[src/common/div_pkg.sv]
`default_nettype none

package div_pkg;

  // ------------------------------
  // sizes.
  // ------------------------------
  localparam int DATA_W  = 32;
  localparam int STAGES  = DATA_W / 2;   // two quotient bits per step.
  localparam int LATENCY = STAGES + 2;   // prep + array + output register.

  localparam logic [DATA_W-1:0] INT_MIN = {1'b1, {(DATA_W-1){1'b0}}};

  // ------------------------------
  // opcodes.
  // ------------------------------
  localparam logic [1:0] OP_DIV  = 2'd0;
  localparam logic [1:0] OP_DIVU = 2'd1;
  localparam logic [1:0] OP_REM  = 2'd2;
  localparam logic [1:0] OP_REMU = 2'd3;

  typedef union packed {
    logic [1:0] code;
    struct packed {
      logic rem;    // result is the remainder.
      logic unsgn;  // operands are unsigned.
    } bits;
  } div_op_u;

  // ------------------------------
  // pipeline groups.
  // ------------------------------
  typedef struct packed {
    logic [DATA_W-1:0] a;
    logic [DATA_W-1:0] b;
    div_op_u           op;
  } div_req_t;

  typedef struct packed {
    div_op_u op;
    logic    a_neg;     // remainder gets negated.
    logic    q_neg;     // quotient gets negated.
    logic    div_zero;
    logic    overflow;
  } div_ctl_t;

  typedef struct packed {
    logic [DATA_W+1:0] rem;   // partial remainder.
    logic [DATA_W-1:0] quo;   // dividend bits out on the left, quotient bits in on the right.
    logic [DATA_W-1:0] dvs;
    logic [DATA_W+1:0] dvs3;
  } div_stage_t;

endpackage

`default_nettype wire

[src/source/div_operand_prep.sv]
`timescale 1ns/1ps
`default_nettype none

module div_operand_prep (
  input  wire                 CLK,
  input  wire                 RST_N,
  input  div_pkg::div_req_t   req,
  input  wire                 req_valid,
  input  wire                 stall,
  input  wire                 req_ready,
  output div_pkg::div_stage_t data,
  output div_pkg::div_ctl_t   ctl,
  output logic                valid
);

  logic                       accept;
  logic                       sgn;
  logic                       a_neg;
  logic                       b_neg;
  logic [div_pkg::DATA_W-1:0] a_mag;
  logic [div_pkg::DATA_W-1:0] b_mag;

  assign accept = req_valid & req_ready;

  // signed ops look at the sign bits.
  assign sgn   = ~req.op.bits.unsgn;
  assign a_neg = sgn & req.a[div_pkg::DATA_W-1];
  assign b_neg = sgn & req.b[div_pkg::DATA_W-1];
  assign a_mag = a_neg ? -req.a : req.a;  // INT_MIN maps to 2**31 unsigned.
  assign b_mag = b_neg ? -req.b : req.b;

  always_ff @(posedge CLK) begin
    if (!RST_N) begin
      valid <= 1'b0;
    end else if (!stall) begin
      valid <= accept;
    end
  end

  // nothing is accepted under stall, so the stage holds.
  always_ff @(posedge CLK) begin
    if (accept) begin
      data.rem      <= '0;
      data.quo      <= a_mag;
      data.dvs      <= b_mag;
      data.dvs3     <= {2'b00, b_mag} + {1'b0, b_mag, 1'b0};
      ctl.op        <= req.op;
      ctl.a_neg     <= a_neg;
      ctl.q_neg     <= a_neg ^ b_neg;
      ctl.div_zero  <= (req.b == '0);
      ctl.overflow  <= sgn && (req.a == div_pkg::INT_MIN) && (req.b == '1);
    end
  end

endmodule

`default_nettype wire

[config.mk]
export PLATFORM = sky130hd
export DESIGN_NAME = div_operand_prep
export DESIGN_NICKNAME = d
export VERILOG_FILES = /design/src/common/div_pkg.sv /design/src/source/div_operand_prep.sv
export SDC_FILE = /design/constraint.sdc
export NUM_CORES = 1
export LEC_CHECK = 0
export ABC_AREA = 0
export BUFFER_PORTS_ARGS = -buffer_cell sky130_fd_sc_hd__buf_2
export CORE_ASPECT_RATIO = 1.2
export CORE_MARGIN = 5
export CORE_UTILIZATION = 40
export CTS_CLUSTER_SIZE = 10
export DETAILED_ROUTE_END_ITERATION = 8
export PLACE_DENSITY_LB_ADDON = 0.05
export REMOVE_ABC_BUFFERS = 1
export SLEW_MARGIN = 20
export SYNTH_ARGS = -nofsm -noshare
export SYNTH_HDL_FRONTEND = slang
export SYNTH_SLANG_ARGS = --single-unit
[constraint.sdc]
create_clock -name CLK -period 5.45 [get_ports CLK]
set_input_delay 1.09 -clock CLK [delete_from_list [all_inputs] [get_ports CLK]]
set_output_delay 1.09 -clock CLK [all_outputs]
set_load 0.01 [all_outputs]
==> results of run 1 <==
power groups by stage:
stage | Clock [W] | Sequential, W | Combinational, W
3_3_place_gp | 0 | 0.00104 | 0.000735
5_1_grt | 0.000652 | 0.00103 | 0.000816
4_1_cts | 0.000621 | 0.00102 | 0.000745
2_1_floorplan | 0 | 0.00109 | 0.000432
3_5_place_dp | 0 | 0.00104 | 0.000739
6_report | 0.000606 | 0.00102 | 0.000733
state kept, by name, indices dropped and copies added (netlist names):
signal and count:
data 97, ctl 6, valid 1
synthesized netlist by cell type (3+ instances only):
library cell / count
edfxtp_1: 103
ha_1: 34
a21oi_1: 43
a21o_1: 13
nor2_1: 40
xnor2_1: 55
nand3_1: 7
nand2b_1: 5
o211ai_1: 7
a211oi_1: 3
buf_4: 35
xor2_1: 35
nor4_1: 6
o21a_1: 9
clkbuf_1: 12
and2_1: 5
inv_1: 21
and3_1: 3
nor3_1: 16
o41ai_1: 4
o21ai_1: 8
or3_1: 7
o21ai_0: 28
nand2_1: 36
o21bai_1: 3
nand4_1: 14
or4_1: 8
o31ai_1: 11
nor2b_1: 5
a31oi_1: 4
layer usage:
layer	routed length [µm]	GRT usage	vias to the layer above
li1	-	-	2541
met1	7410	0.231	2430
met2	8480	0.299	171
met3	1220	0.0422	24
met4	329	0.0499	0
met5	0	0	-
final cells by class:
cell class / count / share of cell area
clock inverter: 7 / 0.00476
inverter: 21 / 0.00999
clock buffer: 9 / 0.0285
timing repair buffer: 188 / 0.123
antenna: 2 / 0.000634
tap: 212 / 0.0336
sequential: 104 / 0.394
multi-input combinational: 468 / 0.405
critical path, stage by stage:
cell	delay, ps
buf_2	120
inv_1	70
ha_1	230
or4b_1	480
or4_1	500
nor4_2	280
nand2_1	170
nand2_1	110
xnor2_1	180
ha_1	360
a21oi_1	190
o21ai_0	130
a21o_1	190
a21oi_1	140
nor2_1	50
a2111oi_1	440
o41ai_2	160
xor2_1	160
stage by stage:
| step | area [µm²] | power (W) | std cells | setup slack [ps] | util |
|---|---|---|---|---|---|
| global route | 7890 | 0.00250 | 1009 | 75.6 | 0.487 |
| finish | 7890 | 0.00236 | 1011 | 470 | 0.487 |
| detailed placement | 7620 | 0.00178 | 993 | 31.9 | 0.470 |
| floorplan | 6380 | 0.00152 | 593 | 508 | - |
| global placement | 7620 | 0.00178 | 993 | 195 | 0.470 |
| CTS | 7890 | 0.00239 | 1009 | 338 | 0.487 |
cells by family after synthesis:
kind of cell    share of synthesized area
simple gates                        0.129
compound gates                      0.148
flops                               0.473
xor+xnor                            0.120
buf+inv                            0.0603
fa+ha+maj                          0.0677
other cells                      0.000570
mux                               0.00171
how the worst max path moves through the flow:
| stage | startpoint | endpoint | slack [ps] | cells after the start |
|---|---|---|---|---|
| floorplan | req[3] | data[30] | 510 | 17 |
| global placement | req[3] | data[30] | 200 | 18 |
| detailed placement | req[3] | data[30] | 30 | 18 |
| CTS | req[3] | data[30] | 340 | 18 |
| global route | req[3] | data[30] | 80 | 18 |
| finish | req[3] | data[30] | 470 | 18 |
==> results.cfg, run 1 <==
[floorplan]
die_area_mm2 = 0.0191
die-width_um = 127
core-area_mm2 = 0.0162
die_h_um = 150
row_count = 51
start_util = 0.406
pin_count = 210

[synthesis]
async_reset_ff_frac = 0
syn_area_mm2 = 0.00658
synth_seq_cells = 104
synth_cell_types = 54
synth_edf_count = 103
yosys.area.top_type_share = 0.470
synthCells = 609
yosys_warnings = 0
synth-seq-area-share = 0.473
yosysTopAreaCell = edfxtp_1
synth_area_leaders = edfxtp_1, xnor2_1, ha_1
avgSynthCellArea_um2 = 10.8
synth-main-ff-cell = edfxtp_1

[timing]
slew-limit-headroom = 0.383
rsz0062_at_grt = no
worst_pin_slew_ps = 925
setup_tns_ps = 0
hold_violations = 0
skew_ps = 0
period_share = 0.914
max_freq_ghz = 0.201
min_period_ps = 4980
drv_slew = 0
whs_ps = 591
report.final.setup_viol = 0

[power_and_ir_drop]
seq_power_share = 0.433
ir_worst_vdd_v = 0.000135
power_density_mw_per_mm2 = 299
p_comb_frac = 0.310
p_leak_nw = 3.20
swShare = 0.321
clkPwrFrac = 0.257
p_switching_w = 0.000759
p_int_w = 0.00160

[setup_path]
r2r_end = valid
critPathRequiredTime_ps = 5540
crit_path_end_kind = register
r2r_cells = 2
r2r_setup_slack_ps = 4650
path_class = input pin to register
critPathMaxFanout = 5
worstReg2RegStart = valid
start_kind = input pin
arrival_ps = 5070

[clocking]
cts_hold_buf = 0
cts_tree = yes
postCtsSetupBuffers = 0
path_clk_slew_ps = 70
clock_path_buffers = 2
cts_resized = 0
cts_htree_levels = 3
cts-root-buf = clkbuf_16
cts_made_buffers = 9
insertion_delay_ps = 340
cts_sinks = 104

[job]
maxCapViolations = 0

[drt]
vias_per_cell = 5.11
first_iter_violations = 321
drc = 0
wl_per_cell_um = 17.2
wl_um = 17400
ant_nets = 0
vias = 5166
drt-pass1-iter-count = 5

[layout]
layout_common_cells = buf_2, edfxtp_1, xnor2_1
drive_gt1_frac = 0.271
layout.nets = 898
mostFrequentLayoutCell = buf_2
multi_input_area_mm2 = 0.00319
syn_to_final_growth_pct = 20.0
fillerInstances = 1572
regArea_mm2 = 0.00311

[placement]
io_buffers = 175
dp_hpwl_um = 13900
globalplace.congestion = 0.854

[global_route]
gr-usage-all-layers = 0.178
grt_start_max_net_pins = 70
first_global_vias = 5110
grt-ovfl-total = 0
grt_pass1_wl_um = 26900
antenna_found_initial = 0

[hold_path]
hold_class = register to register
min-delay-start = valid
min_to = valid
holdPathStages = 2

[outcome]
status = complete, no violations
Note: power is estimated with default switching activity, not from simulation.
==> inputs of run 2 (changes only) <==
Settings changed: CORE_UTILIZATION 40 to 25, GPL_TIMING_DRIVEN set to 0.
==> run 2 against run 1 <==
  * Routed wire length rose by 11%
  * Clock power rose by 3.6%
  * Critical path type unchanged
  * Highest routed layer is now met5
  * Clock skew did not move
==> results.cfg, run 2 (synthesis results as in run 1) <==
[outcome]
status = complete, no violations

[setup_path]
critPathMaxFanout = 7
cpLargestDelayFamily = simple AND/OR/NAND/NOR gates
cp.depth = 17
arrival_ps = 5310
path_buf_inv = 1
crit_path_cell_trace = buf_2 -> or3_1 -> or2_1 -> or4_1 -> nor4_4 -> nand2_1 -> nand2_1 -> xnor2_1 -> ha_1 -> a21oi_1 -> o21ai_0 -> a21o_1 -> a21oi_1 -> nor2_1 -> a2111oi_2 -> o41ai_2 -> xor2_1
slowest_stage = or4_1
path_class = input pin to register
start_kind = input pin
cp_slowest_stage_delay_ps = 600
r2r_cells = 2
critPathRequiredTime_ps = 5550
crit_path_end_kind = register

[drt]
wl_met2_um = 9810
ant_nets = 0
wl_um = 19400
first_iter_violations = 214
vias = 5120
topRoutingLayerUsed = met5
wl_per_cell_um = 17.3
met3_wirelength_um = 1150
met1_length_um = 8140
vias_per_cell = 4.56
drc = 0
drt-pass1-iter-count = 4

[clocking]
postCtsSetupBuffers = 0
cts_tree = yes
cts_made_buffers = 9
cts_sinks = 104
cts_htree_levels = 3
insertion_delay_ps = 350
clock_path_buffers = 2
path_clk_slew_ps = 70
cts-root-buf = clkbuf_16

[floorplan]
row_count = 65
die-width_um = 158
start_util = 0.252
die_area_mm2 = 0.0297
pin_count = 210
die_h_um = 188
core-area_mm2 = 0.0261

[layout]
layout.nets = 887
regMostFlops = data
reg_top3 = data x97, ctl x6, valid x1
fillerInstances = 2720
multi_input_area_mm2 = 0.00321
largest_reg_flops = 97
regArea_mm2 = 0.00311
fin_util = 0.307
mostFrequentLayoutCell = buf_2
drive_gt1_frac = 0.267
syn_to_final_growth_pct = 22.0
layout_common_cells = buf_2, edfxtp_1, xnor2_1
final_cells = 1122

[timing]
slew-limit-headroom = 0.355
max_freq_ghz = 0.192
hold_violations = 0
period_share = 0.957
final.setup.worst_slack_ps = 236
min_period_ps = 5210
report.final.setup_viol = 0
rsz0062_at_grt = no
worst_pin_slew_ps = 965
drv_slew = 0
skew_ps = 0

[global_route]
antenna_found_initial = 2
grt_pass1_wl_um = 29200
grt_start_max_net_pins = 54
first_global_vias = 5266
grt-ovfl-total = 0
gr-usage-all-layers = 0.128

[placement]
io_buffers = 175
dp.cells = 1105
globalplace.congestion = 0.860
dp_hpwl_um = 15300
place_ws_ps = -519

[power_and_ir_drop]
ir_worst_vdd_v = 0.000105
p_leak_nw = 3.16
power_density_mw_per_mm2 = 297

[hold_path]
holdPathStages = 2
hold_class = register to register

[job]
maxCapViolations = 0
==> run 2: cell types whose count changed in the layout (fill, tap and decap cells not counted), sizes merged <==
cell,delta
buf,-11
clkbuf,+2
clkinv,-6
clkinvlp,+4
diode,-1
==> run 2: worst paths after layout <==
path | start | to | slack, ps
setup reg to reg | valid | valid | 4650
hold reg to reg | valid | valid | 600
setup / recovery | req[9] | data[30] | 240
hold / removal | valid | valid | 600
==> run 2: area by class of cell <==
cell class                      instances  area share
Antenna cell                            1    0.000312
Clock buffer                           11      0.0290
Clock inverter                          5     0.00515
Inverter                               21     0.00983
Multi-Input combinational cell        468       0.401
Sequential cell                       104       0.388
Tap cell                              335      0.0523
Timing Repair Buffer                  177       0.115
==> run 2: timing repair <==
item	CTS	global route
gates resized for setup	2	3
endpoints found under the setup margin	1	3
pin swaps	0	0
hold buffers	0	0
==> run 2: metal layers <==
layer,up-vias,global-route usage
li1,2526,-
met5,-,0
met1,2423,0.153
met4,4,0.0397
met2,148,0.230
met3,19,0.0224
==> run 2: power breakdown <==
part | switching, W | leakage, nW | internal, W
combinational | 0.000445 | 2.07 | 0.000288
clock | 0.000313 | 0.120 | 0.000314
sequential | 0.0000209 | 0.968 | 0.00100
total | 0.000780 | 3.16 | 0.00160
==> run 2: per-stage QoR <==
step	total power (W)	setup TNS [ps]	area, µm²	hold slack [ps]
floorplan	0.00152	0	6380	632
global placement	0.00179	-4640	7680	568
detailed placement	0.00178	-1010	7720	583
CTS	0.00243	0	8010	603
global route	0.00253	0	8020	645
finish	0.00238	0	8020	596
==> run 2: tightest hold or removal path: stages, from the launching register on <==
cell,delay (ps)
dfxtp_1,330
mux2_2,130
and2_1,110
