## config.mk

```make
export PLATFORM = sky130hd
export DESIGN_NAME = div_result_fix
export DESIGN_NICKNAME = d
export VERILOG_FILES = /design/src/common/div_pkg.sv /design/src/source/div_result_fix.sv
export SDC_FILE = /design/constraint.sdc
export NUM_CORES = 1
export LEC_CHECK = 0
export ABC_AREA = 1
export BUFFER_PORTS_ARGS = -buffer_cell sky130_fd_sc_hd__buf_2
export CAP_MARGIN = 20
export CORE_MARGIN = 2
export CORE_UTILIZATION = 40
export DETAILED_ROUTE_END_ITERATION = 6
export PLACE_DENSITY = 0.71
export SYNTH_ARGS = -nofsm -noshare
export SYNTH_HDL_FRONTEND = slang
export SYNTH_SLANG_ARGS = --single-unit
export TNS_END_PERCENT = 20
```

## constraint.sdc

```tcl
create_clock -name CLK -period 1.3 [get_ports CLK]
set_input_delay 0.065 -clock CLK [delete_from_list [all_inputs] [get_ports CLK]]
set_output_delay 0.065 -clock CLK [all_outputs]
set_load 0.005 [all_outputs]
```

## src/common/div_pkg.sv

```systemverilog
`default_nettype none

package div_pkg;

  // ------------------------------
  // sizes.
  // ------------------------------
  localparam int DATA_W  = 32;
  localparam int STAGES  = DATA_W / 2;   // two quotient bits per step.
  localparam int LATENCY = STAGES + 2;   // prep + array + output register.

  localparam logic [DATA_W-1:0] INT_MIN = {1'b1, {(DATA_W-1){1'b0}}};

  // ------------------------------
  // opcodes.
  // ------------------------------
  localparam logic [1:0] OP_DIV  = 2'd0;
  localparam logic [1:0] OP_DIVU = 2'd1;
  localparam logic [1:0] OP_REM  = 2'd2;
  localparam logic [1:0] OP_REMU = 2'd3;

  typedef union packed {
    logic [1:0] code;
    struct packed {
      logic rem;    // result is the remainder.
      logic unsgn;  // operands are unsigned.
    } bits;
  } div_op_u;

  // ------------------------------
  // pipeline groups.
  // ------------------------------
  typedef struct packed {
    logic [DATA_W-1:0] a;
    logic [DATA_W-1:0] b;
    div_op_u           op;
  } div_req_t;

  typedef struct packed {
    div_op_u op;
    logic    a_neg;     // remainder gets negated.
    logic    q_neg;     // quotient gets negated.
    logic    div_zero;
    logic    overflow;
  } div_ctl_t;

  typedef struct packed {
    logic [DATA_W+1:0] rem;   // partial remainder.
    logic [DATA_W-1:0] quo;   // dividend bits out on the left, quotient bits in on the right.
    logic [DATA_W-1:0] dvs;
    logic [DATA_W+1:0] dvs3;
  } div_stage_t;

endpackage

`default_nettype wire

```

## src/source/div_result_fix.sv

```systemverilog
`timescale 1ns/1ps
`default_nettype none

module div_result_fix (
  input  wire                        CLK,
  input  wire                        RST_N,
  input  div_pkg::div_stage_t        data,
  input  div_pkg::div_ctl_t          ctl,
  input  wire                        valid,
  input  wire                        res_ready,
  output logic [div_pkg::DATA_W-1:0] res,
  output logic                       res_valid,
  output logic                       stall
);

  logic [div_pkg::DATA_W-1:0] q_mag;
  logic [div_pkg::DATA_W-1:0] r_mag;
  logic [div_pkg::DATA_W-1:0] res_d;

  assign q_mag = data.quo;
  assign r_mag = data.rem[div_pkg::DATA_W-1:0];

  // ------------------------------
  // sign fix and special cases.
  // ------------------------------
  always_comb begin
    if (ctl.overflow) begin
      // INT_MIN / -1.
      res_d = ctl.op.bits.rem ? '0 : div_pkg::INT_MIN;
    end else if (ctl.div_zero && !ctl.op.bits.rem) begin
      res_d = '1;
    end else if (ctl.op.bits.rem) begin
      // a zero divisor leaves the dividend magnitude in rem,
      // so REM by zero comes back as the dividend here.
      res_d = ctl.a_neg ? -r_mag : r_mag;
    end else begin
      res_d = ctl.q_neg ? -q_mag : q_mag;
    end
  end

  // ------------------------------
  // output register.
  // ------------------------------
  assign stall = ~RST_N | (res_valid & ~res_ready);  // freeze during reset too.

  always_ff @(posedge CLK) begin
    if (!RST_N) begin
      res_valid <= 1'b0;
    end else if (!stall) begin
      res_valid <= valid;
    end
  end

  always_ff @(posedge CLK) begin
    if (!stall) begin
      res <= res_d;
    end
  end

endmodule

`default_nettype wire

```

==> out/qor.yml, run 1 <==
grt:
  antenna_found_initial: 0
  busiest_layer: "met2"
  grtUsageMet1_pct: 33.9
  grt.overflow.total: 0
  met2_usage_pct: 44.1
  grt_max_degree: 33
  grt_pass1_vias: 4351
  grtUsageTotal_pct: 25.5
  grt_pass1_wl_um: 20100
  grt_use_met3_pct: 3.22
floorplan:
  fp.dieH_um: 97.8
  initial_core_util_pct: 40.8
  io_pins: 176
  coreArea_sq_um: 8640
  die_w_um: 97.8
  dieArea_sq_um: 9570
  rows: 34
drt:
  ant_nets: 0
  drt_wl_total_um: 12100
  wl_per_cell_um: 13.6
  initialDrtViolationCount: 213
  via_per_inst: 5.04
  dr.pass1.iters: 5
  drc: 0
  vias: 4467
cts:
  clk_pin_slew_ps: 70
  cts-root-buf: "clkbuf_8"
  cts_buffers: 5
  cts_tree: "done"
  clkSinkCount: 33
  insertion_delay_ps: 290
  h-tree-depth: 2
  ctsHoldBuffers: 0
  clock_path_buffers: 2
min_path:
  hold_path.class: "in2reg"
critical_path:
  arrival_ps: 1270
  start_kind: "primary input"
  required_ps: 1350
  crit_fanout: 5
  path_class: "in2reg"
  crit_path_end_kind: "flip-flop"
timing:
  max_freq_mhz: 817
  worstMarginPinSlew_ps: 392
  worst_slack_ps: 75.8
  post-route-period-util_pct: 94.2
  fin_crit_ps: 1220
  whs_ps: 13.1
  skew_ps: 1.40
  drv_slew: 0
  setup_viol_count_final: 0
  slew_headroom_pct: 73.9
  timing.setup.tns_ps: 0
  hold_viol: 0
synth:
  syn-instance-count: 582
  synth.yosys.seq_area_share_pct: 27.9
  yosysWarnings: 0
  synth.distinct_cells: 36
  synth_top_area_share_pct: 27.3
  ys_dominant_reg_cell: "edfxtp_1"
  yosysMostFrequentCell: "nand2_1"
  yosysTopAreaCell: "edfxtp_1"
  synth_seq_cells: 33
  synthTopCellsByArea: "edfxtp_1 27%, nand2_1 18%, nor2_1 9.8%"
  synth_edf_count: 32
  synthArstFlopShare_pct: 0
  netlist_top_cells_count: "166 x nand2_1, 92 x nor2_1, 67 x inv_1, 51 x nand3_1, 43 x o21ai_0"
  synth_area_sq_um: 3520
  syn_avg_cell_area_sq_um: 6.05
  synth.net_count: 726
placed_design:
  pre_cts_ws_ps: -331
  numPortBuffers: 106
  dp_hpwl_um: 9900
  place_congestion: 0.961
run_status:
  status: "completed"
final_layout:
  n_antenna_cell: 0
  layout-drive-gt1-share_pct: 34.2
  nNetsFinal: 921
  area_delta_synth_final_pct: 42.8
flow_run:
  max_cap_viol_count: 0
power_and_ir_drop:
  power_density_nw_per_um2: 651
  p_leak_nw: 2.50
  max-vdd-ir-drop_mv: 0.309
-- logic make-up (layout without fill, tap and decap cells) --
logic type	Yosys count	in the layout	synth area share, %
flip-flops	33	33	27.9
AO/OA/AOI/OAI	95	95	14.4
adder cells (fa/ha/maj)	2	2	0.711
XOR/XNOR	8	8	1.99
AND/OR/NAND/NOR	358	358	45.5
buffers and inverters	86	282	9.60
-- layout make-up --
cell class	instances	area, sq um
clock buffers	6	72.6
clock inverters	2	10.0
fillers	845	3610
inverters	70	267
multi-input cells	463	2280
flip-flops and latches	33	982
well taps	108	135
repair buffers	204	1280
-- what timing repair did --
item | 4_1_cts | 5_1_grt
resized for setup | 2 | 21
gates cloned | 0 | 0
setup endpoints to repair | 2 | 16
pin swaps | 0 | 4
buffers inserted | 0 | 1
-- critical path, cell delays in order --
cell	delay (ps)
buf_2	110
inv_2	100
nand3_4	110
nor2_2	140
nand2_1	70
nand2_2	90
nand2_1	80
nand2_1	70
nand2_1	40
o21ai_1	210
buf_4	150
nor2_1	30
-- final timing paths --
path	start	end	slack (ps)	cells past startpoint
setup / recovery	data[67]	res[17]	80	12
hold / removal	valid	res_valid	10	3
setup reg to reg	res_valid	res[10]	220	4
hold reg to reg	res_valid	res_valid	520	2
-- power breakdown --
part           internal, mW  leakage [nW]  switching (mW)
combinational         0.521          2.13           0.679
clock                 0.371        0.0450           0.409
sequential             1.27         0.326          0.0232
total                  2.16          2.50            1.11
-- layout by cell type, fill, tap and decap left out, types with 3 or more instances in the layout --
cell type	Yosys	routed
a21oi_1	29	27
a21oi_2	2	4
a31oi_1	6	6
buf_2	9	106
buf_4	1	97
clkbuf_8	0	5
edfxtp_1	32	32
inv_1	67	64
inv_2	1	3
nand2_1	166	160
nand2_2	8	14
nand3_1	51	51
nand3_2	7	5
nand3_4	1	3
nand4_1	7	7
nor2_1	92	89
nor2_2	9	10
nor2_4	5	7
nor3_1	5	5
o21ai_0	43	40
o21ai_1	10	12
xnor2_1	4	4
xor2_1	4	4
-- flip-flops by register name, indices dropped and copies added (netlist names) --
register / count
res_valid: 1
res: 32
-- through the flow --
step	area (sq um)	util, %	power (mW)	std cells
floorplan	3530	-	1.86	582
global placement	4860	56.3	2.45	877
detailed placement	4860	56.3	2.47	877
CTS	4940	57.2	3.24	885
global route	5020	58.2	3.45	886
finish	5020	58.2	3.27	886
-- layer usage --
metal | vias up | routed length, um
li1 | 2285 | -
met1 | 2019 | 5380
met2 | 150 | 5800
met3 | 13 | 737
met4 | 0 | 153
met5 | - | 0
Note: power is estimated with default switching activity, not from simulation.
==> inputs of run 2 (changes only) <==
--- a/config.mk
+++ b/config.mk
@@ -8,6 +8,7 @@
 export ABC_AREA = 1
 export BUFFER_PORTS_ARGS = -buffer_cell sky130_fd_sc_hd__buf_2
 export CAP_MARGIN = 20
+export CORE_ASPECT_RATIO = 0.8
 export CORE_MARGIN = 2
 export CORE_UTILIZATION = 40
 export DETAILED_ROUTE_END_ITERATION = 6
==> out/qor.yml, run 2 (synthesis gave the netlist of run 1 again) <==
run_status:
  status: "completed"
grt:
  busiest_layer: "met2"
  grt_pass1_wl_um: 18900
  grt_use_met3_pct: 3.87
  grtUsageMet1_pct: 33.9
  antenna_found_initial: 0
  grt_pass1_vias: 4111
  grt.overflow.total: 0
  grt_max_degree: 29
  met2_usage_pct: 43.4
  grtUsageTotal_pct: 25.3
drt:
  via_per_inst: 5.09
  drt_wl_total_um: 12600
  ant_nets: 0
  dr.pass1.iters: 5
  wl_per_cell_um: 14.0
  vias: 4590
  drc: 0
  initialDrtViolationCount: 371
min_path:
  hold_path.class: "in2reg"
final_layout:
  top_register: "res"
  nNetsFinal: 932
  largest_register_ffs: 32
  layout_common_cells: "159 x nand2_1, 108 x buf_4, 104 x buf_2"
  fillCellCount: 836
  layout-drive-gt1-share_pct: 34.9
  area_delta_synth_final_pct: 45.6
  reg.largest.list: "res x32, res_valid x1"
  n_antenna_cell: 0
  final_common_cell: "nand2_1"
floorplan:
  rows: 30
  io_pins: 176
  dieArea_sq_um: 9570
  coreArea_sq_um: 8520
  fp.dieH_um: 87.9
  initial_core_util_pct: 41.3
  die_w_um: 109
timing:
  max_freq_mhz: 791
  drv_slew: 0
  hold_viol: 0
  worstMarginPinSlew_ps: 539
  skew_ps: 5.94
  setup_viol_count_final: 0
  fin_crit_ps: 1260
  whs_ps: 30.7
  slew_headroom_pct: 64.1
  rsz0062_at_grt: "true"
  post-route-period-util_pct: 97.2
power_and_ir_drop:
  p_total_mw: 3.30
  max-vdd-ir-drop_mv: 0.481
  power_density_nw_per_um2: 644
  p_leak_nw: 2.56
flow_run:
  max_cap_viol_count: 0
critical_path:
  path_class: "in2reg"
  crit_fanout: 28
  required_ps: 1320
  crit_path_end_kind: "flip-flop"
  start_kind: "primary input"
  arrival_ps: 1290
cts:
  cts-root-buf: "clkbuf_8"
  cts_tree: "done"
  h-tree-depth: 2
  clock_path_buffers: 2
  clkSinkCount: 33
  insertion_delay_ps: 280
  cts_buffers: 5
  clk_pin_slew_ps: 70
placed_design:
  place_congestion: 0.913
  numPortBuffers: 106
  dp_hpwl_um: 10200
-- run 2: cell count changes in the layout (fill, tap and decap cells not counted), moves of 2 or more --
cell / before / now
a21oi_1: 27 / 29
buf_6: 0 / 2
inv_4: 0 / 2
buf_2: 106 / 104
buf_4: 97 / 108
a21oi_2: 4 / 2
-- run 2: worst paths after layout --
kind                  start   endpoint  slack (ps)  cells past startpoint
setup / recovery     ctl[2]     res[6]          40                      6
setup reg to reg  res_valid    res[29]         110                      4
hold / removal        valid  res_valid          30                      3
hold reg to reg   res_valid  res_valid         520                      2
-- run 2: layer usage --
| metal | up-vias | wire length (um) |
|---|---|---|
| li1 | 2317 | - |
| met1 | 2076 | 5690 |
| met2 | 181 | 5850 |
| met3 | 16 | 865 |
| met4 | 0 | 177 |
| met5 | - | 0 |
-- run 2: layout make-up --
class	count	area [sq um]	area share, %
clock inverters	1	5.00	0.0977
multi-input cells	463	2270	44.4
repair buffers	215	1370	26.8
clock buffers	7	76.3	1.49
inverters	70	272	5.30
well taps	112	140	2.74
flip-flops and latches	33	982	19.2
-- run 2: repair_timing --
action	in CTS	in global routing
resized for setup	4	23
setup endpoints to repair	5	15
pin swaps	1	14
hold buffers	0	0
setup buffers	0	3
-- run 2: report_power, final --
part,switching [mW],internal [mW]
registers,0.0319,1.27
clock network,0.399,0.377
logic,0.682,0.542
-- run 2: stage by stage --
step	setup slack, ps	area, sq um	util (%)	cells	setup TNS (ps)
2_1_floorplan	-2.48	3530	-	582	-2.48
3_3_place_gp	-281	4930	57.9	890	-4170
3_5_place_dp	-346	4930	57.9	890	-5100
4_1_cts	-9.46	5020	59.0	898	-9.46
5_1_grt	-14.4	5120	60.1	901	-59.4
6_report	36.3	5120	60.1	901	0
-- run 2: worst max-delay path, cell delays in order --
cell	delay, ps
buf_2	430
o21ai_0	230
nand2_1	100
nand2_1	50
o21ai_0	320
a31oi_1	80
==> inputs of run 3 (changes only) <==
--- a/config.mk
+++ b/config.mk
@@ -8,11 +8,13 @@
 export ABC_AREA = 1
 export BUFFER_PORTS_ARGS = -buffer_cell sky130_fd_sc_hd__buf_2
 export CAP_MARGIN = 20
+export CELL_PAD_IN_SITES_DETAIL_PLACEMENT = 0
+export CELL_PAD_IN_SITES_GLOBAL_PLACEMENT = 1
 export CORE_ASPECT_RATIO = 0.8
 export CORE_MARGIN = 2
-export CORE_UTILIZATION = 40
+export CORE_UTILIZATION = 28
 export DETAILED_ROUTE_END_ITERATION = 6
-export PLACE_DENSITY = 0.71
+export PLACE_DENSITY = 0.76
 export SYNTH_ARGS = -nofsm -noshare
 export SYNTH_HDL_FRONTEND = slang
 export SYNTH_SLANG_ARGS = --single-unit
==> out/qor.yml, run 3 (synthesis gave the netlist of run 1 again) <==
grt:
  grt_max_degree: 33
  grt.overflow.total: 0
  grtUsageTotal_pct: 19.6
  grt_pass1_wl_um: 20800
  grt_pass1_vias: 4233
  antenna_found_initial: 0
drt:
  ant_nets: 0
  initialDrtViolationCount: 243
  drt_wl_total_um: 13300
  drc: 0
  via_per_inst: 4.71
  vias: 4466
  wl_per_cell_um: 14.0
  dr.pass1.iters: 5
final_layout:
  layout-drive-gt1-share_pct: 34.3
  reg.largest.list: "res x32, res_valid x1"
  top_register: "res"
  layout_common_cells: "160 x nand2_1, 105 x buf_2, 95 x buf_4"
  nNetsFinal: 921
  area_delta_synth_final_pct: 48.3
  postLayoutCoreUtil_pct: 42.8
  final_area_sq_um: 5220
  final_common_cell: "nand2_1"
  n_antenna_cell: 0
  largest_register_ffs: 32
critical_path:
  arrival_ps: 1260
  start_kind: "primary input"
  crit_path_end_kind: "flip-flop"
  required_ps: 1330
  crit_fanout: 5
  rrSetupSlack_ps: 210
  path_class: "in2reg"
floorplan:
  die_w_um: 129
  coreArea_sq_um: 12200
  rows: 36
  dieArea_sq_um: 13500
  fp.dieH_um: 104
  io_pins: 176
  initial_core_util_pct: 28.8
timing:
  slew_headroom_pct: 76.9
  drv_slew: 0
  rsz0062_at_grt: "true"
  setup_viol_count_final: 0
  max_freq_mhz: 815
  skew_ps: 5.60
  worstMarginPinSlew_ps: 343
  fin_crit_ps: 1230
  hold_viol: 0
  post-route-period-util_pct: 94.3
cts:
  cts_buffers: 5
  clk_pin_slew_ps: 60
  clock_path_buffers: 2
  cts-root-buf: "clkbuf_16"
  h-tree-depth: 2
  insertion_delay_ps: 280
  cts_tree: "done"
  post-cts-setup-buffers: 0
  clkSinkCount: 33
  ctsHoldBuffers: 0
power_and_ir_drop:
  power_density_nw_per_um2: 739
  p_leak_nw: 2.54
  p_total_mw: 3.86
  max-vdd-ir-drop_mv: 0.519
flow_run:
  max_cap_viol_count: 0
min_path:
  hold_path.class: "in2reg"
placed_design:
  dp_hpwl_um: 11000
  numPortBuffers: 106
  post_dp_cell_area_sq_um: 4970
  place_congestion: 0.887
run_status:
  status: "completed"
-- run 3: changes by cell type in the layout (fill, tap and decap cells not counted), sizes merged --
cell and delta:
buf -12, bufinv +1, inv -1, clkinv +1
-- run 3: metrics by stage --
step | setup slack [ps] | hold slack [ps] | instances | TNS, ps
global route | -75.3 | 64.6 | 949 | -298
global placement | -289 | 312 | 941 | -5120
floorplan | -2.48 | 182 | 582 | -2.48
finish | 73.7 | 34.8 | 949 | 0
detailed placement | -322 | 326 | 941 | -5630
CTS | 7.56 | 29.0 | 949 | 0
-- run 3: power breakdown --
group / switching [mW] / internal (mW)
clock network: 0.440 / 0.898
registers: 0.0347 / 1.27
logic: 0.679 / 0.535
-- run 3: repair_timing --
item | CTS | global route
gates resized for setup | 4 | 22
pin swaps | 0 | 4
setup endpoints to repair | 6 | 21
-- run 3: final timing paths --
| kind | depth (start not counted) | from | to |
|---|---|---|---|
| worst max register to register | 4 | res_valid | res[21] |
| worst min-delay path | 3 | valid | res_valid |
| worst min register to register | 2 | res_valid | res_valid |
| worst max-delay path | 10 | data[66] | res[23] |
-- run 3: final cells by class --
| class | instances | area [sq um] |
|---|---|---|
| well taps | 171 | 214 |
| flip-flops and latches | 33 | 982 |
| clock inverters | 2 | 33.8 |
| inverters | 70 | 267 |
| clock buffers | 6 | 129 |
| fillers | 1302 | 6990 |
| multi-input cells | 463 | 2290 |
| repair buffers | 204 | 1310 |
-- run 3: metal layers --
metal | up-vias | part of all wire [%] | track usage, %
met1 | 2044 | 50 | 28.6
met5 | - | 0 | 0
met3 | 12 | 5.6 | 3.70
met4 | 0 | 0.81 | 2.48
li1 | 2284 | - | -
met2 | 126 | 43 | 30.6
-- run 3: worst max-delay path: stages --
cell,delay (ps)
buf_2,110
inv_2,70
buf_4,110
nand3_2,120
nor2_4,140
nand3_1,190
nand2_2,150
a21oi_1,70
o21ai_0,160
nor2_1,60
